<file path="config.mk">
export PLATFORM = sky130hd
export DESIGN_NAME = pito_decoder
export DESIGN_NICKNAME = d
export VERILOG_FILES = /design/src/hw/pito_pkg.sv /design/src/hw/pito_decoder.sv
export VERILOG_INCLUDE_DIRS = /design/src /design/src/include
export SDC_FILE = /design/constraint.sdc
export NUM_CORES = 1
export LEC_CHECK = 0
export BUFFER_PORTS_ARGS = -buffer_cell sky130_fd_sc_hd__buf_2
export CAP_MARGIN = 25
export CORE_ASPECT_RATIO = 0.8
export CORE_MARGIN = 2
export CORE_UTILIZATION = 30
export DETAILED_ROUTE_END_ITERATION = 16
export GPL_TIMING_DRIVEN = 0
export PLACE_DENSITY = 0.62
export SYNTH_ARGS = -nofsm -noshare
export SYNTH_HDL_FRONTEND = slang
export SYNTH_SLANG_ARGS = --single-unit
</file>
<file path="constraint.sdc">
create_clock -name vclk -period 5.8
set_clock_uncertainty 0.05 [all_clocks]
set_input_delay 1.45 -clock vclk [all_inputs]
set_output_delay 1.45 -clock vclk [all_outputs]
set_load 0.05 [all_outputs]
</file>
<file path="src/include/pito_params.svh">
`ifndef PITO_PARAMS_SVH
`define PITO_PARAMS_SVH

// ==============================
// hart configuration
// ==============================

// number of hardware threads, power of two and at least 4
`define PITO_NUM_HARTS 8
// width of a hart index
`define PITO_HART_BITS 3

// ==============================
// datapath widths
// ==============================

`define PITO_XLEN 32
// x0..x31 per hart
`define PITO_REG_ADDR_BITS 5

// ==============================
// instruction memory
// ==============================

// 32-bit words, shared by all harts
`define PITO_IMEM_WORDS 512
`define PITO_IMEM_ADDR_BITS 9
// hart base byte address is hart index << shift, 256 bytes each
`define PITO_HART_BASE_SHIFT 8

`endif

</file>
<file path="src/hw/pito_pkg.sv">
`default_nettype none

`include "pito_params.svh"

package pito_pkg;

    // ==============================
    // vector types
    // ==============================

    typedef logic [`PITO_HART_BITS-1:0]      hart_id_t;
    // byte addressed program counter
    typedef logic [`PITO_XLEN-1:0]           pc_t;
    typedef logic [31:0]                     instr_t;
    typedef logic [`PITO_REG_ADDR_BITS-1:0]  reg_addr_t;
    typedef logic [`PITO_XLEN-1:0]           xlen_t;
    // word index into instruction memory
    typedef logic [`PITO_IMEM_ADDR_BITS-1:0] imem_addr_t;

    // ==============================
    // decoded instructions
    // ==============================

    typedef enum logic [4:0] {
        // register-register
        OP_ADD, OP_SUB, OP_AND, OP_OR, OP_XOR,
        OP_SLL, OP_SRL, OP_SRA, OP_SLT, OP_SLTU,
        // register-immediate
        OP_ADDI, OP_ANDI, OP_ORI, OP_XORI,
        OP_SLLI, OP_SRLI, OP_SRAI, OP_SLTI, OP_SLTIU,
        // upper immediate, jump, branches
        OP_LUI, OP_JAL, OP_BEQ, OP_BNE,
        // anything else, retired as a no-op
        OP_ILLEGAL
    } opcode_e;

    // alu functions
    typedef enum logic [3:0] {
        ALU_ADD, ALU_SUB, ALU_AND, ALU_OR, ALU_XOR,
        ALU_SLL, ALU_SRL, ALU_SRA, ALU_SLT, ALU_SLTU
    } alu_op_e;

endpackage

`default_nettype wire

</file>
<file path="src/hw/pito_decoder.sv">
`timescale 1ns/1ps
`default_nettype none

module pito_decoder import pito_pkg::*; (
    input  instr_t    instr,
    output opcode_e   opcode,
    output reg_addr_t rs1,
    output reg_addr_t rs2,
    output reg_addr_t rd,
    output xlen_t     imm,
    output alu_op_e   alu_op,
    output logic      use_imm
);

    logic [6:0] major;
    logic [2:0] funct3;
    logic [6:0] funct7;
    xlen_t      imm_i;
    xlen_t      imm_u;
    xlen_t      imm_b;
    xlen_t      imm_j;
    xlen_t      shamt;

    // fixed field positions
    assign major  = instr[6:0];
    assign funct3 = instr[14:12];
    assign funct7 = instr[31:25];
    assign rs1    = instr[19:15];
    assign rs2    = instr[24:20];
    assign rd     = instr[11:7];

    // ==============================
    // immediates
    // ==============================

    assign imm_i = {{20{instr[31]}}, instr[31:20]};
    assign imm_u = {instr[31:12], 12'b0};
    assign imm_b = {{20{instr[31]}}, instr[7], instr[30:25], instr[11:8], 1'b0};
    assign imm_j = {{12{instr[31]}}, instr[19:12], instr[20], instr[30:21], 1'b0};
    // shift amount, zero extended
    assign shamt = xlen_t'(instr[24:20]);

    // ==============================
    // opcode
    // ==============================

    always_comb begin
        opcode = OP_ILLEGAL;
        case (major)
            // register-register, funct7 picks sub and sra
            7'b0110011: begin
                case ({funct7, funct3})
                    {7'h00, 3'b000}: opcode = OP_ADD;
                    {7'h20, 3'b000}: opcode = OP_SUB;
                    {7'h00, 3'b001}: opcode = OP_SLL;
                    {7'h00, 3'b010}: opcode = OP_SLT;
                    {7'h00, 3'b011}: opcode = OP_SLTU;
                    {7'h00, 3'b100}: opcode = OP_XOR;
                    {7'h00, 3'b101}: opcode = OP_SRL;
                    {7'h20, 3'b101}: opcode = OP_SRA;
                    {7'h00, 3'b110}: opcode = OP_OR;
                    {7'h00, 3'b111}: opcode = OP_AND;
                    default:         opcode = OP_ILLEGAL;
                endcase
            end
            // register-immediate
            7'b0010011: begin
                case (funct3)
                    3'b000:  opcode = OP_ADDI;
                    3'b010:  opcode = OP_SLTI;
                    3'b011:  opcode = OP_SLTIU;
                    3'b100:  opcode = OP_XORI;
                    3'b110:  opcode = OP_ORI;
                    3'b111:  opcode = OP_ANDI;
                    3'b001:  opcode = (funct7 == 7'h00) ? OP_SLLI : OP_ILLEGAL;
                    default: opcode = (funct7 == 7'h00) ? OP_SRLI :
                                      (funct7 == 7'h20) ? OP_SRAI : OP_ILLEGAL;
                endcase
            end
            7'b0110111: opcode = OP_LUI;
            7'b1101111: opcode = OP_JAL;
            // only beq and bne kept
            7'b1100011: begin
                if (funct3 == 3'b000) begin
                    opcode = OP_BEQ;
                end else if (funct3 == 3'b001) begin
                    opcode = OP_BNE;
                end
            end
            default: opcode = OP_ILLEGAL;
        endcase
    end

    // ==============================
    // alu function and operand b
    // ==============================

    always_comb begin
        case (opcode)
            OP_SUB:            alu_op = ALU_SUB;
            OP_AND, OP_ANDI:   alu_op = ALU_AND;
            OP_OR, OP_ORI:     alu_op = ALU_OR;
            OP_XOR, OP_XORI:   alu_op = ALU_XOR;
            OP_SLL, OP_SLLI:   alu_op = ALU_SLL;
            OP_SRL, OP_SRLI:   alu_op = ALU_SRL;
            OP_SRA, OP_SRAI:   alu_op = ALU_SRA;
            OP_SLT, OP_SLTI:   alu_op = ALU_SLT;
            OP_SLTU, OP_SLTIU: alu_op = ALU_SLTU;
            default:           alu_op = ALU_ADD;
        endcase
    end

    assign use_imm = opcode inside {OP_ADDI, OP_ANDI, OP_ORI, OP_XORI, OP_SLLI,
                                    OP_SRLI, OP_SRAI, OP_SLTI, OP_SLTIU};

    // immediate by format
    always_comb begin
        case (opcode)
            OP_LUI:                    imm = imm_u;
            OP_JAL:                    imm = imm_j;
            OP_BEQ, OP_BNE:            imm = imm_b;
            OP_SLLI, OP_SRLI, OP_SRAI: imm = shamt;
            default:                   imm = imm_i;
        endcase
    end

endmodule

`default_nettype wire

</file>
Word level (Yosys, flattened, before mapping)
Memories as Yosys holds them, arrays and structs flattened. Index checks and enable logic that the tools add are counted.

Reduce and logical (&&, ||, !) cells: 6. Eq/ne operators: 34. Muxes and demuxes: 9.

Operators with widths (number): $pmux 32 s4 (1); $pmux 5 s10 (1); $eq 10x3->1 const B (4); $eq 5x5->1 const B (7); $pmux 5 s7 (1); $eq 5x4->1 const B (6); $pmux 5 s5 (1); $eq 7x6->1 const B (3); $eq 10x2->1 const B (2); $eq 10x9->1 const B (2); $eq 7x7->1 const B (2); $eq 10x1->1 const B (1); $logic_not 10->1 (1); $mux 5 (2); $eq 3x3->1 const B (3); $reduce_bool 9->1 (1); $eq 7x5->1 const B (1); $logic_not 7->1 (1); $eq 3x2->1 const B (2); $eq 3x1->1 const B (1); $logic_not 3->1 (1); $mux 3 (1); $reduce_or 3->1 (1); $mux 2 (1); 2 further kinds (2).

Memories kept: 1. Output and inout bits: 57. Bits in read-only memories: 128. Word-level logic and storage cells: 50. Register bits: 0. Bits of input ports: 32.

Memory list: (name not given) (words 32, width 4, rd ports 1, clocked after memory_dff 0, wr ports 0, RTL line pito_decoder.sv:99) `case (opcode)`.

Logic depth before layout (Yosys ltp)
Depth in word-level cells: 8. Mapped depth: 13. Depth with buffers taken out: 11.

Worst setup path after synthesis
Ideal clock, no wire load.

Path kind: input to output. From: in instr[6]. To: out imm[11]. Path buffers: 1. Data arrival time: 5.200 ns. Data required time: 4.300 ns. Cell stages on the path: 12. Slack: -0.900 ns. Cell sequence: nor4b_2 nand3_1 nor3_1 a21oi_1 o221ai_1 inv_1 ha_1 or3_1 a31o_2 and3b_1 buf_6 nand3b_1.

Cells in the longest elaborated chain, start to end: 5. Elaborated cells on any way between the ends: 16. Classes of those cells: eq/ne: 12; mux: 2; reduce/logical: 2.

RTL lines: start, declared (RTL line pito_decoder.sv:5) `input instr_t instr,`; $eq 7x7->1, or another cell as far along (RTL line pito_decoder.sv:49) `case (major)`; $pmux 5 s5 (*) (RTL line pito_decoder.sv:49); net opcode[1] (RTL line pito_decoder.sv:6) `output opcode_e opcode,`; $eq 5x4->1 / $eq 5x5->1 (equally long branches) (RTL line pito_decoder.sv:118) `case (opcode)`; $reduce_or 3->1 / $reduce_or 2->1 (equally long branches) (RTL line pito_decoder.sv:118); $pmux 32 s4 (*) (RTL line pito_decoder.sv:118); end, declared (RTL line pito_decoder.sv:10) `output xlen_t imm,`.

The timed path passes the listed nets; every way through them passes the cells marked *.

Worst setup path in the final report
From: in instr[28]. To: out imm[11].

Cells in the longest elaborated chain, start to end: 8. Elaborated cells on any way between the ends: 28. Classes of those cells: eq/ne: 17; mux: 7; reduce/logical: 4.

RTL lines: $eq 7x6->1 (RTL line pito_decoder.sv:77) `(funct7 == 7'h20) ? OP_SRAI : OP_ILLEGAL;`; $mux 3 (RTL line pito_decoder.sv:77); $mux 5 (RTL line pito_decoder.sv:76) `default: opcode = (funct7 == 7'h00) ? OP_SRLI :`; $pmux 5 s7 (RTL line pito_decoder.sv:68) `case (funct3)`; $pmux 5 s5 (*) (RTL line pito_decoder.sv:49); $eq 5x4->1 / $eq 5x5->1 (equally long branches) (RTL line pito_decoder.sv:118); $reduce_or 3->1 / $reduce_or 2->1 (equally long branches) (RTL line pito_decoder.sv:118); $pmux 32 s4 (*) (RTL line pito_decoder.sv:118).

Every way passes the cells marked *; elsewhere a longest branch is shown, timed or not.

==> flow_summary_export.csv <==
group,metric,value,unit
global_routing,antenna_found_initial,0,
die,num_rows,20,
power_and_ir_drop,p_int,0.0767,mW
layout,nClkBuffers,0,
layout,drive_gt1_frac,0.686,
sta,setup_tns,-1010,ps
critical_path,crit_top_cell,"buf_6",
placed_design,port_buffers,88,
synthesis,synth_area_per_cell,6.62,um2
sta,fin_ws,-135,ps
detailed_routing,via_count,1677,
sta,fin_crit_sh,1.02,
detailed_routing,drt_iter0_drc,106,
detailed_routing,wl_per_cell,13.8,um
critical_path,worst_ep_required_time,4300,ps
sta,rsz0062_at_grt,"yes",
sta,period_needed,5930,ps
global_routing,grt_use_total,0.191,
sta,hold_viol,0,
worst_hold_path,worstHoldPathType,"in -> out",
critical_path,crit_fanout,6,
critical_path,cp.depth,13,
critical_path,cpMaxStageDelayCell,"or4_4",
global_routing,grt_max_degree,11,
synthesis,netlist_top_cells_count,"35 x nand2_1, 15 x buf_4, 11 x nor2_1, 8 x a211o_1, 8 x inv_1",
layout,fin_cells,335,
die,fp.dieArea,4520,um2
power_and_ir_drop,switching_share,0.640,
placed_design,dp_hpwl,3460,um
sta,fmax,168,MHz
die,die_w,74.6,um
placed_design,gp_congestion,0.815,
critical_path,crit_type,"in -> out",
critical_path,path_cells,"buf_6 -> or4_4 -> nor3_4 -> a31oi_2 -> nor4b_4 -> bufinv_8 -> ha_4 -> or3_4 -> a31o_4 -> and3b_2 -> buf_6 -> nand3b_1 -> buf_6",
global_routing,grt_pass1_vias,1464,
synthesis,ys_seq_area_frac,0,
placed_design,pre_cts_slack,-647,ps
outcome,outcome,"finished with violations",
synthesis,synth_area_leader_cell,"nand2_1",
power_and_ir_drop,leakagePower,1.06,nW
power_and_ir_drop,p_sw,0.137,mW
global_routing,grt_pass1_wl,7000,um
die,initial_core_util,0.315,
die,coreArea,3800,um2
detailed_routing,remaining_drc_errors,0,
run,maxCapViolations,0,
power_and_ir_drop,power_frac_clock,0,
layout,final_nets,319,
power_and_ir_drop,vdd_drop_max,0.0000575,V
critical_path,end_kind,"output pin",
critical_path,cpPeakStageDelay,590,ps
synthesis,synth.area.top_cells,"nand2_1 11%, buf_4 9.4%, a211o_1 5.9%",
sta,worst_pin_slew,655,ps
placed_design,post-place-cells,324,
power_and_ir_drop,seq_power_share,0,
power_and_ir_drop,combPwrFrac,1.000,
synthesis,syn_area,1200,um2
sta,final-setup-viol-count,16,
layout,syn_to_final_growth,93.5,%
critical_path,crit_path_end,"imm[11]",
power_and_ir_drop,p_per_area,92.1,nW/um2
layout,postLayoutCoreUtil,0.609,
critical_path,critical_path.startpoint_type,"primary input",
synthesis,ys_warn_count,0,
die,io_pins,89,
detailed_routing,antenna_left,0,
critical_path,cp_top_family,"simple AND/OR/NAND/NOR gates",
layout,ff_latch_area,0,um2
sta,relSlewSlack,0.562,
layout,antennaDiodeCount,0,
detailed_routing,drt_first_pass_iters,4,
critical_path,critical_path_buf_inv_count,4,
synthesis,synth_top_cell_area_share,0.110,
global_routing,grt_overflow,0,
layout,design.seq.count,0,
synthesis,syn-num-nets,218,
critical_path,arrival,4430,ps
die,dieHeight,60.5,um
critical_path,crit_start,"instr[28]",
synthesis,synth.most_common_cell,"nand2_1",
detailed_routing,viasPerCell,5.01,
detailed_routing,wl,4610,um
sta,drv_slew,0,
outcome,violations,"negative setup slack",
synthesis,synth.distinct_cells,62,
synthesis,synthCells,181,
## power by group through the flow
stage	Sequential [mW]	Clock [mW]	Combinational [mW]
floorplan	0	0	0.141
global placement	0	0	0.184
detailed placement	0	0	0.185
CTS	0	0	0.209
global route	0	0	0.224
finish	0	0	0.213
## metal layers
| layer | track usage | vias to the layer above | part of all wire |
|---|---|---|---|
| li1 | - | 847 | - |
| met1 | 0.285 | 779 | 0.47 |
| met2 | 0.327 | 51 | 0.48 |
| met3 | 0.00664 | 0 | 0.049 |
| met4 | 0 | 0 | 0 |
| met5 | 0 | - | 0 |
## layout make-up
class                      instances  area (um2)
buffer                            23         171
tap                               55        68.8
fill                             371        1490
inverter                           9        47.5
timing repair buffer             101         674
multi-input combinational        147        1360
## timing repair
item,4_1_cts,5_1_grt
hold buffers,0,0
resized for setup,57,12
pin swaps,12,1
gates cloned,1,0
buffers inserted,9,3
endpoints found under the setup margin,34,32
## cell usage in the layout (no fill, tap or decap), types with 4 or more instances in the layout
| cell type | instances |
|---|---|
| a211o_2 | 5 |
| a21oi_1 | 5 |
| a22o_4 | 4 |
| buf_2 | 73 |
| buf_4 | 32 |
| buf_6 | 6 |
| buf_8 | 8 |
| inv_1 | 5 |
| nand2_1 | 25 |
| nand2_4 | 10 |
| nor2_1 | 8 |
| nor2_2 | 4 |
| nor2b_2 | 5 |
| o21ai_0 | 5 |
## worst min path at each step
| stage | startpoint | to | slack [ps] | cells after the start |
|---|---|---|---|---|
| 3_5_place_dp | instr[19] | rs1[4] | 3270 | 3 |
| 4_1_cts | instr[17] | imm[17] | 3200 | 3 |
| 6_report | instr[19] | imm[19] | 3200 | 3 |
| 2_1_floorplan | instr[7] | rd[0] | 3020 | 1 |
| 3_3_place_gp | instr[19] | rs1[4] | 3270 | 3 |
| 5_1_grt | instr[18] | imm[18] | 3210 | 3 |
## cells by family (layout without fill, tap and decap cells)
family                   Yosys count  count (layout)  synth area share
AND/OR/NAND/NOR                   85              85             0.390
AO/OA/AOI/OAI                     52              52             0.355
buffers and inverters             34             133             0.163
adder cells (fa/ha/maj)            7               7            0.0690
XOR/XNOR                           2               2            0.0146
multiplexers                       1               1           0.00836
## per-stage QoR
stage / cell area [um2] / power (mW) / hold WS [ps]
6_report: 2320 / 0.213 / 3200
5_1_grt: 2320 / 0.224 / 3210
4_1_cts: 2230 / 0.209 / 3200
3_5_place_dp: 1950 / 0.185 / 3270
3_3_place_gp: 1950 / 0.184 / 3270
2_1_floorplan: 1440 / 0.141 / 3020
Power figures use the tool's default switching activity.
