===== src/include/pito_params.svh =====
`ifndef PITO_PARAMS_SVH
`define PITO_PARAMS_SVH

// ==============================
// hart configuration
// ==============================

// number of hardware threads, power of two and at least 4
`define PITO_NUM_HARTS 8
// width of a hart index
`define PITO_HART_BITS 3

// ==============================
// datapath widths
// ==============================

`define PITO_XLEN 32
// x0..x31 per hart
`define PITO_REG_ADDR_BITS 5

// ==============================
// instruction memory
// ==============================

// 32-bit words, shared by all harts
`define PITO_IMEM_WORDS 512
`define PITO_IMEM_ADDR_BITS 9
// hart base byte address is hart index << shift, 256 bytes each
`define PITO_HART_BASE_SHIFT 8

`endif


===== src/hw/pito_pkg.sv =====
`default_nettype none

`include "pito_params.svh"

package pito_pkg;

    // ==============================
    // vector types
    // ==============================

    typedef logic [`PITO_HART_BITS-1:0]      hart_id_t;
    // byte addressed program counter
    typedef logic [`PITO_XLEN-1:0]           pc_t;
    typedef logic [31:0]                     instr_t;
    typedef logic [`PITO_REG_ADDR_BITS-1:0]  reg_addr_t;
    typedef logic [`PITO_XLEN-1:0]           xlen_t;
    // word index into instruction memory
    typedef logic [`PITO_IMEM_ADDR_BITS-1:0] imem_addr_t;

    // ==============================
    // decoded instructions
    // ==============================

    typedef enum logic [4:0] {
        // register-register
        OP_ADD, OP_SUB, OP_AND, OP_OR, OP_XOR,
        OP_SLL, OP_SRL, OP_SRA, OP_SLT, OP_SLTU,
        // register-immediate
        OP_ADDI, OP_ANDI, OP_ORI, OP_XORI,
        OP_SLLI, OP_SRLI, OP_SRAI, OP_SLTI, OP_SLTIU,
        // upper immediate, jump, branches
        OP_LUI, OP_JAL, OP_BEQ, OP_BNE,
        // anything else, retired as a no-op
        OP_ILLEGAL
    } opcode_e;

    // alu functions
    typedef enum logic [3:0] {
        ALU_ADD, ALU_SUB, ALU_AND, ALU_OR, ALU_XOR,
        ALU_SLL, ALU_SRL, ALU_SRA, ALU_SLT, ALU_SLTU
    } alu_op_e;

endpackage

`default_nettype wire


===== src/hw/pito_execute.sv =====
`timescale 1ns/1ps
`default_nettype none

module pito_execute import pito_pkg::*; (
    input  logic      clk,
    input  logic      rst,
    // decoded instruction
    input  logic      d_valid,
    input  hart_id_t  d_hart,
    input  pc_t       d_pc,
    input  opcode_e   opcode,
    input  alu_op_e   alu_op,
    input  logic      use_imm,
    input  reg_addr_t rd,
    input  xlen_t     imm,
    input  xlen_t     rs1_val,
    input  xlen_t     rs2_val,
    // register file write
    output logic      wen,
    output hart_id_t  w_hart,
    output reg_addr_t wa,
    output xlen_t     wd,
    output pc_t       w_pc,
    // pc redirect to fetch
    output logic      pc_upd,
    output hart_id_t  pc_hart,
    output pc_t       pc_next
);

    xlen_t    op_b;
    xlen_t    alu_res;
    xlen_t    wb_data;
    pc_t      pc_plus4;
    pc_t      pc_target;
    pc_t      next_pc;
    logic     taken;
    logic     writes_rd;
    hart_id_t hart_q;

    // ==============================
    // alu
    // ==============================

    assign op_b = use_imm ? imm : rs2_val;

    always_comb begin
        case (alu_op)
            ALU_SUB:  alu_res = rs1_val - op_b;
            ALU_AND:  alu_res = rs1_val & op_b;
            ALU_OR:   alu_res = rs1_val | op_b;
            ALU_XOR:  alu_res = rs1_val ^ op_b;
            // shifts use low five bits only
            ALU_SLL:  alu_res = rs1_val << op_b[4:0];
            ALU_SRL:  alu_res = rs1_val >> op_b[4:0];
            ALU_SRA:  alu_res = xlen_t'($signed(rs1_val) >>> op_b[4:0]);
            ALU_SLT:  alu_res = xlen_t'($signed(rs1_val) < $signed(op_b));
            ALU_SLTU: alu_res = xlen_t'(rs1_val < op_b);
            default:  alu_res = rs1_val + op_b;
        endcase
    end

    // ==============================
    // branch and next pc
    // ==============================

    // branches compare the two registers directly
    assign taken = ((opcode == OP_BEQ) && (rs1_val == rs2_val)) ||
                   ((opcode == OP_BNE) && (rs1_val != rs2_val));

    assign pc_plus4  = d_pc + 32'd4;
    assign pc_target = d_pc + imm;
    assign next_pc   = ((opcode == OP_JAL) || taken) ? pc_target : pc_plus4;

    // branches and illegal words leave the registers alone
    assign writes_rd = !(opcode inside {OP_BEQ, OP_BNE, OP_ILLEGAL}) && (rd != '0);

    // lui takes imm, jal saves return address
    always_comb begin
        case (opcode)
            OP_LUI:  wb_data = imm;
            OP_JAL:  wb_data = pc_plus4;
            default: wb_data = alu_res;
        endcase
    end

    // ==============================
    // writeback register
    // ==============================

    always_ff @(posedge clk) begin
        if (rst) begin
            wen    <= 1'b0;
            pc_upd <= 1'b0;
        end else begin
            wen    <= d_valid && writes_rd;
            // every valid instruction moves its hart's pc
            pc_upd <= d_valid;
        end
    end

    always_ff @(posedge clk) begin
        hart_q  <= d_hart;
        wa      <= rd;
        wd      <= wb_data;
        w_pc    <= d_pc;
        pc_next <= next_pc;
    end

    // same hart for both writes
    assign w_hart  = hart_q;
    assign pc_hart = hart_q;

endmodule

`default_nettype wire


===== config.mk =====
export PLATFORM = sky130hd
export DESIGN_NAME = pito_execute
export DESIGN_NICKNAME = d
export VERILOG_FILES = /design/src/hw/pito_pkg.sv /design/src/hw/pito_execute.sv
export VERILOG_INCLUDE_DIRS = /design/src /design/src/include
export SDC_FILE = /design/constraint.sdc
export NUM_CORES = 1
export LEC_CHECK = 0
export BUFFER_PORTS_ARGS = -buffer_cell sky130_fd_sc_hd__buf_2
export CAP_MARGIN = 20
export CORE_MARGIN = 2
export CORE_UTILIZATION = 40
export CTS_CLUSTER_DIAMETER = 30
export DETAILED_ROUTE_END_ITERATION = 12
export HOLD_SLACK_MARGIN = 0.08
export PLACE_DENSITY_LB_ADDON = 0.2
export SLEW_MARGIN = 20
export SYNTH_ARGS = -nofsm -noshare
export SYNTH_HDL_FRONTEND = slang
export SYNTH_SLANG_ARGS = --single-unit

===== constraint.sdc =====
create_clock -name clk -period 16.33 [get_ports clk]
set_input_delay 3.266 -clock clk [delete_from_list [all_inputs] [get_ports clk]]
set_output_delay 3.266 -clock clk [all_outputs]
set_load 0.01 [all_outputs]

Word-level counts from Yosys, hierarchy flattened. Cells that the tools add are included.

Flip-flop bits (word level): 106. Word-level logic and storage cells: 48. Output and inout port bits: 109. Input port bits: 149.

Shifts and indexed selects: 3. Equality and inequality tests: 16. Reduce and logical (&&, ||, !) cells: 9. Bitwise logic cells: 3. Multiplexer cells: 4. $lt $le $gt $ge: 2. $add $sub $neg: 4.

Operators by type and width (number): one-hot mux 32 bit (9 select lines) (1); adder 32 bit (2); < comparator 32 bit (2); two-way mux 32 bit (2); one-hot mux 32 bit (2 select lines) (1); adder 32 x 3 -> 32 bit, second input constant (1); bitwise AND 32 bit (1); == test 32 bit (1); != test 32 bit (1); OR 32 bit (1); left shift 32 x 5 -> 32 bit (1); >> shifter 32 x 5 -> 32 bit (1); >>> shifter 32 x 5 -> 32 bit (1); subtractor 32 bit (1); bitwise XOR 32 bit (1); == test 5 bit, second input constant (5); == test 4 x 3 -> 1 bit, second input constant (4); == test 4 x 2 -> 1 bit, second input constant (2); == test 4 bit, second input constant (2); nonzero test 5 bit (1); == test 4 x 1 -> 1 bit, second input constant (1); logical AND 1 bit (4); nonzero test 3 bit (1); logical OR 1 bit (2); zero test 1 bit (1).

Depth between registers and ports, before layout. Gate-level depths: netlist of the first run.

Word-level depth: 5. Depth in mapped cells: 18. Gate-level depth less buffers: 15.

Worst setup path before layout of the first run. OpenSTA, ideal clock, no wires.

Path kind: input to register. Start: input port use_imm. End: register wd[30]. Buffers on the path: 5. Slack: 8.804 ns. Cell stages on the path: 17. Setup time: 0.120 ns. Required time: 16.210 ns. Arrival time: 7.406 ns. Path through: buf_6 mux2i_1 buf_2 buf_2 clkbuf_1 clkbuf_1 ha_1 nor2b_1 o31ai_1 a21oi_1 o41ai_2 o311ai_1 o41a_1 a311oi_1 nand2b_1 mux2i_1 a211o_1.

Cells in the longest elaborated chain, start to end: 4. Elaborated cells between the ends (all ways): 11. Classes of those cells: add/sub: 2; shift: 3; mux: 3; bitwise: 3.

Ends and longest elaborated chain: start: declaration (line pito_execute.sv:13) `input logic use_imm,`; two-way mux 32 bit (*) (line pito_execute.sv:44) `assign op_b = use_imm ? imm : rs2_val;`; adder 32 bit, or another cell as far along (line pito_execute.sv:58) `default: alu_res = rs1_val + op_b;`; one-hot mux 32 bit (9 select lines) (*) (line pito_execute.sv:47) `case (alu_op)`; one-hot mux 32 bit (2 select lines) (*) (line pito_execute.sv:79) `case (opcode)`; named net wb_data[30] (line pito_execute.sv:32) `xlen_t wb_data;`; end signal: assignment (line pito_execute.sv:104) `wd <= wb_data;`; end: declaration (line pito_execute.sv:22) `output xlen_t wd,`.

Mark *: on every way through the listed nets, which the timed path passes. The rest lies on a longest branch. A chain may end at the register's enable or synchronous reset.

Worst setup path after layout of the first run. Same ends and word-level chain as after synthesis.

==> summary.txt, run 1 <==
Logic synthesis
  • Sequential fraction of the synthesis area: roughly 14%
  • Simple-gate share of the synthesized area: 16.81%
  • Post-synthesis mux area share: 13.46%
  • Cells after Synth: 1933
  • Syn Area/Cell: 7.637 µm²
  • Syn nets: 2240
  • Largest family of logic cells by synthesized area: compound AO/OA/AOI/OAI gates
  • Distinct cell type count after synthesis: 92
  • Synth warnings: 0
  • Post-synthesis adder-cell area fraction: 13.54%
  • XOR/XNOR Fraction of Synth Area: 7.951%
  • Netlist Area Pre-Place: 14760 µm²
  • Compound-Gate Fraction of Synth Area: 27.56%
  • Share of async-settable or async-resettable flops after synthesis: 0%
  • Post-synth EDFFs: 0
  • Top_reg_cell synth: dfxtp_1
  • #FFs+latches synth: 106

Finish
  • Synthesis-to-layout area growth: 12.87%
  • Nets: roughly 2400
  • Layout cell share with drive strength beyond 1: 17.27%
  • Fin util: 45.73%
  • Post-Layout Cell Count: 2582

Routing
  • Total detailed-routing wirelength: 66.02 mm
  • 1st-iter DRT viols: 1961
  • DR vias/cell: ~6.3
  • Pre-antenna DRT Iters: 6
  • Drt drc: 0
  • Per-cell routed wire length: 25.57 µm
  • Total vias in the final route: 16150
  • Antenna viol nets, final: 0

Floorplanning
  • Starting Density: 40.52%
  • Die ar.: 38460 µm²
  • # rows: 70
  • Core box area: between 30000 and 40000 µm²
  • Ports: 258
  • Die extent in x: between 150 and 200 µm
  • Die H: 196.1 µm

Worst setup path
  • Critical Path RT: approximately 17 ns
  • WP data arrival: 8.88 ns
  • Crit path launch type: input port
  • CP Launch Point: use_imm
  • Critical path endpoint category: flip-flop
  • Max FO, Critical Path: 55
  • WS Path Type: in2reg

Placement
  • GP Congestion: 1.020
  • Post-detail-place hpwl: 53.18 mm
  • # placed instances: between 2000 and 3000
  • DP Worst Slack: approximately 7.4 ns
  • Port bufs: 257

Global routing
  • First-pass GRT wire length: 96.73 mm
  • Pin count of the biggest net entering global routing: 72
  • Initial antenna violation count: 0
  • GR Overflow Total: 0
  • GR Util All Layers: 33.23%
  • Number of global-route vias before repair: 14830

STA
  • RSZ-0062 raised after global routing: no
  • Finish-stage setup viols: 0
  • Tcrit/Tclk final: 52.77%
  • Final hold violation count: 0
  • Slew HR: 29.58%
  • Crit path time final: about 8.6 ns
  • TNS Setup: 0 ns
  • Fin. max-slew vios: 0
  • Final Worst Setup Slack: 7.713 ns
  • Achievable frequency: roughly 0.12 GHz
  • Slew of the pin with the lowest slew margin: 1.056 ns

CTS
  • TritonCTS clock tree: built
  • Number of buffers created by CTS: 9
  • H-tree depth: 3
  • # hold bufs at CTS: 0
  • Clock sink total: 106
  • CTS Buffer Depth: 2
  • Clk pin slew, worst setup/hold paths: about 0.080 ns
  • Post-CTS sizing: 0
  • Setup Fix Bufs, Post-CTS: 0
  • Root Buffer: clkbuf_16

Power
  • Switching pwr: between 0.0005 and 0.0006 W
  • Pint: 0.0006447 W
  • Comb power frac: 54.8%
  • Leakage power: 7.546 nW
  • Switching part of the total power: 43.91%
  • Peak supply drop: 0.00005149 V
  • Pwr dens: 68.99 nW/µm²
  • Clock Power Share: approximately 19%
  • Seq pwr share: 25.9%

Status
  • Outcome: finished, final reports clean

Job
  • MaxCap Viol Count: 0

Min path
  • HP Class: in2reg
  • Worst hold path startpoint: d_hart[1]
## critical path, cell delays in order
cell	delay (ns)
buf_2	0.07
buf_4	0.59
mux2i_4	0.33
buf_4	0.63
inv_4	0.43
ha_1	0.37
inv_1	0.10
fa_1	0.22
nor2b_1	0.07
o31ai_1	0.37
a21oi_1	0.19
o41ai_2	0.58
o311ai_1	0.26
o41a_1	0.43
a311oi_1	0.41
nand2b_1	0.18
mux2i_1	0.08
a211o_1	0.22
## cell usage after synthesis, types with 31 or more instances
cell type  instances  share of area (%)
nor2_1           194                4.9
a21oi_1          157                5.3
dfxtp_1          106                 14
xnor2_1           91                5.4
clkbuf_1          86                2.2
mux2i_1          131                8.9
ha_1             155                 13
o21ai_0          110                3.7
o221ai_1          31                1.8
nand3_1           39                1.3
inv_1            106                2.7
nand2_1          161                4.1
xor2_1            43                2.6
o211ai_1          34                1.7
## final timing paths
kind | end | slack (ns) | cells past startpoint
min | pc_hart[1]$_DFF_P_ | 3.01 | 1
max | wd[30]$_DFF_P_ | 7.71 | 18
## metrics by stage
| stage | cell area [µm²] | hold slack (ns) | total power, W |
|---|---|---|---|
| 2_1_floorplan | 14760 | 3.294 | 0.0007022 |
| 3_3_place_gp | 16370 | 3.370 | 0.0009130 |
| 3_5_place_dp | 16370 | 3.371 | 0.0009141 |
| 4_1_cts | 16660 | 3.005 | 0.001136 |
| 5_1_grt | 16660 | 3.012 | 0.001208 |
| 6_report | 16660 | 3.013 | 0.001150 |
## registers in the layout (all words and copies together), names as in the netlist
signal and count:
pc_upd 1, pc_hart 3, wd 32, wa 5, w_pc 32, wen 1
pc_next 32
## cell type report
class	instances	area, µm²
well taps	468	585.6
diodes	1	2.502
fillers	3678	19770
multi-input cells	1601	11770
clock inverters	3	47.55
repair buffers	283	1481
flip-flops and latches	106	2122
inverters	108	407.9
clock buffers	12	246.5
## metal layers
layer	part of all wire [%]	wire length, µm	GRT usage (%)
met5	0	0	0
met1	44	29000	47.38
met3	9.5	6274	4.195
met4	3.0	1967	10.27
met2	44	28780	52.02
## power groups by stage
| stage | sequential (W) | clock, W | combinational [W] |
|---|---|---|---|
| 2_1_floorplan | 0.000316 | 0 | 0.000386 |
| 3_3_place_gp | 0.000305 | 0 | 0.000608 |
| 3_5_place_dp | 0.000304 | 0 | 0.000610 |
| 4_1_cts | 0.000298 | 0.000225 | 0.000613 |
| 5_1_grt | 0.000300 | 0.000235 | 0.000674 |
| 6_report | 0.000298 | 0.000222 | 0.000630 |
## cells by family after synthesis
kind of cell,count (synthesis)
AO/OA/AOI/OAI,599
AND/OR/NAND/NOR,545
buffers and inverters,226
multiplexers,165
adder cells (fa/ha/maj),158
XOR/XNOR,134
flip-flops,106
## cell usage in the layout (no fill, tap or decap), types with 25 or more instances in the layout
master    netlist  final
buf_4           4     26
buf_2          10    257
mux4_2         25     25
inv_1         106    105
mux2i_1       131    127
nor2_1        194    193
xnor2_1        91     91
a21oi_1       157    157
xor2_1         43     43
o211ai_1       34     34
ha_1          155    155
a211oi_1       26     26
nand2_1       161    161
dfxtp_1       106    106
nor3_1         25     25
o221ai_1       31     31
a21o_1         26     26
nand3_1        39     39
o21ai_0       110    110
Power figures use the tool's default switching activity.
==> inputs of run 2 (changes only) <==
==> constraint.sdc (replaced) <==
create_clock -name clk -period 8.1 [get_ports clk]
set_input_delay 1.62 -clock clk [delete_from_list [all_inputs] [get_ports clk]]
set_output_delay 1.62 -clock clk [all_outputs]
set_load 0.01 [all_outputs]
==> summary.txt, run 2 (synthesis gave the netlist of run 1 again) <==
Status
  • Outcome: finished, final reports clean (unchanged)

Routing
  • Pre-antenna DRT Iters: 5 (was 6)
  • Drt drc: 0 (unchanged)
  • Total detailed-routing wirelength: 67.31 mm (was 66.02 mm)
  • DR vias/cell: 6.245 (was 6.254)
  • Antenna viol nets, final: 0 (unchanged)
  • 1st-iter DRT viols: 1643 (was 1961)
  • Per-cell routed wire length: 26.05 µm (was 25.57 µm)
  • Total vias in the final route: 16140 (was 16150)

CTS
  • Post-CTS sizing: 0 (unchanged)
  • Number of buffers created by CTS: 9 (unchanged)
  • Clk pin slew, worst setup/hold paths: 0.08 ns (about the same)
  • Clock sink total: 106 (unchanged)
  • Setup Fix Bufs, Post-CTS: 0 (unchanged)
  • H-tree depth: 3 (unchanged)
  • # hold bufs at CTS: 0 (unchanged)
  • CTS Buffer Depth: 2 (unchanged)
  • TritonCTS clock tree: built (unchanged)
  • Root Buffer: clkbuf_16 (unchanged)

Worst setup path
  • Critical path endpoint category: flip-flop (unchanged)
  • Critical Path RT: 8.35 ns (was 16.59 ns)
  • WS Path Type: in2reg (unchanged)
  • Crit path launch type: input port (unchanged)
  • Max FO, Critical Path: 45 (was 55)
  • WP data arrival: 6.51 ns (was 8.88 ns)

Finish
  • Nets: 2416 (unchanged)
  • Leading cell type in the layout, fill and taps excluded: buf_2 (unchanged)
  • Synthesis-to-layout area growth: 13.00% (was 12.87%)
  • Area of the multi-input gates: 11770 µm² (unchanged)
  • Layout cell share with drive strength beyond 1: 17.41% (was 17.27%)
  • Biggest registers after layout: pc_next (32), w_pc (32), wd (32) (unchanged)
  • Fillers: 3700 (was 3678)
  • Flip-flop and latch area: 2122 µm² (unchanged)
  • Commonest non-fill, non-tap cells in the layout: buf_2 (257), nor2_1 (193), nand2_1 (161) (unchanged)
  • Post-Layout Cell Count: 2584 (was 2582)

Floorplanning
  • Die extent in x: 196.1 µm (unchanged)
  • Starting Density: 40.52% (unchanged)
  • Die ar.: 38460 µm² (unchanged)
  • # rows: 70 (unchanged)
  • Ports: 258 (unchanged)
  • Die H: 196.1 µm (unchanged)
  • Core box area: 36430 µm² (unchanged)

Global routing
  • Number of global-route vias before repair: 15050 (was 14830)
  • Initial antenna violation count: 2 (was 0)
  • First-pass GRT wire length: 98.26 mm (was 96.73 mm)
  • Pin count of the biggest net entering global routing: 66 (was 72)
  • GR Util All Layers: 33.80% (was 33.23%)
  • GR Overflow Total: 0 (unchanged)

STA
  • TNS Setup: 0 ns (unchanged)
  • Crit path time final: roughly 6.3 ns
  • Fin. max-slew vios: 0 (unchanged)
  • Slew of the pin with the lowest slew margin: 0.9164 ns (was 1.056 ns)
  • Finish-stage setup viols: 0 (unchanged)
  • Tcrit/Tclk final: 77.26%
  • Final hold violation count: 0 (unchanged)
  • Achievable frequency: roughly 0.16 GHz
  • Slew HR: 38.26% (was 29.58%)
  • Final Worst Setup Slack: 1.842 ns (was 7.713 ns)
  • RSZ-0062 raised after global routing: no (unchanged)

Placement
  • # placed instances: 2566 (unchanged)
  • Post-detail-place hpwl: 54.23 mm (was 53.18 mm)
  • DP Worst Slack: 1.518 ns (was 7.372 ns)
  • GP Congestion: 0.9896 (was 1.020)
  • Port bufs: 257 (unchanged)

Power
  • Peak supply drop: 0.0001321 V (was 0.00005149 V)
  • Pwr dens: 140.0 nW/µm² (was 68.99 nW/µm²)
  • Leakage power: 7.552 nW (was 7.546 nW)

Min path
  • Hold Path Depth: 1 (unchanged)
  • Hold endpoint: pc_hart[1]$_DFF_P_ (unchanged)
  • Worst hold path startpoint: d_hart[1] (unchanged)
  • HP Class: in2reg (unchanged)

Job
  • MaxCap Viol Count: 0 (unchanged)
## run 2: changes by cell type in the layout (fill, tap and decap cells not counted), sizes merged
cell | previous run | this run
diode | 1 | 2
clkinvlp | 0 | 1
clkinv | 0 | 2
clkbuf | 12 | 10
## run 2: per-layer routing
metal  GRT usage, %  vias to the layer above  part of all wire (%)
met5              0                        -                 0.019
met4          12.35                        2                   3.7
met3          3.627                      107                   9.1
met2          52.62                      907                    43
met1          48.11                     7688                    44
li1               -                     7433                     -
## run 2: power breakdown
group / internal [W] / total [W] / leakage, nW / switching, W
Clock: 0.000252 / 0.000462 / 0.151 / 0.000210
Sequential: 0.000579 / 0.000600 / 0.893 / 0.0000209
Combinational: 0.000470 / 0.00127 / 6.51 / 0.000804
## run 2: critical path, cell delays in order
cell	delay, ns
buf_2	0.56
mux2i_4	0.15
inv_4	0.49
ha_1	0.30
inv_1	0.06
fa_1	0.41
nor2b_2	0.17
o211a_1	0.27
o41ai_4	0.50
o41ai_4	0.18
a2111oi_4	0.51
o41ai_4	0.17
a211oi_1	0.52
or4_1	0.19
o31ai_1	0.06
a211o_1	0.29
## run 2: how the worst max path moves through the flow
stage | startpoint | endpoint | slack (ns)
global placement | use_imm | wd[30]$_DFF_P_ | 1.59
floorplan | use_imm | wd[30]$_DFF_P_ | 2.22
global route | use_imm | wd[30]$_DFF_P_ | 1.58
CTS | use_imm | wd[30]$_DFF_P_ | 1.88
finish | use_imm | wd[30]$_DFF_P_ | 1.84
detailed placement | use_imm | wd[30]$_DFF_P_ | 1.52
## run 2: layout make-up
cell class / count / share of cell area (%)
diodes: 2 / 0.03000
multi-input cells: 1601 / 70.55
flip-flops and latches: 106 / 12.72
well taps: 468 / 3.510
clock inverters: 6 / 0.4275
repair buffers: 283 / 8.881
inverters: 108 / 2.445
clock buffers: 10 / 1.433
## run 2: through the flow
stage	util (%)	instance area, µm²	power (W)	hold WS [ns]
after floorplan	-	14760	0.001416	1.648
after global placement	44.92	16370	0.001850	1.725
after detailed placement	44.92	16370	0.001847	1.727
after CTS	45.77	16680	0.002311	1.360
after global routing	45.77	16680	0.002449	1.363
final	45.78	16680	0.002336	1.375
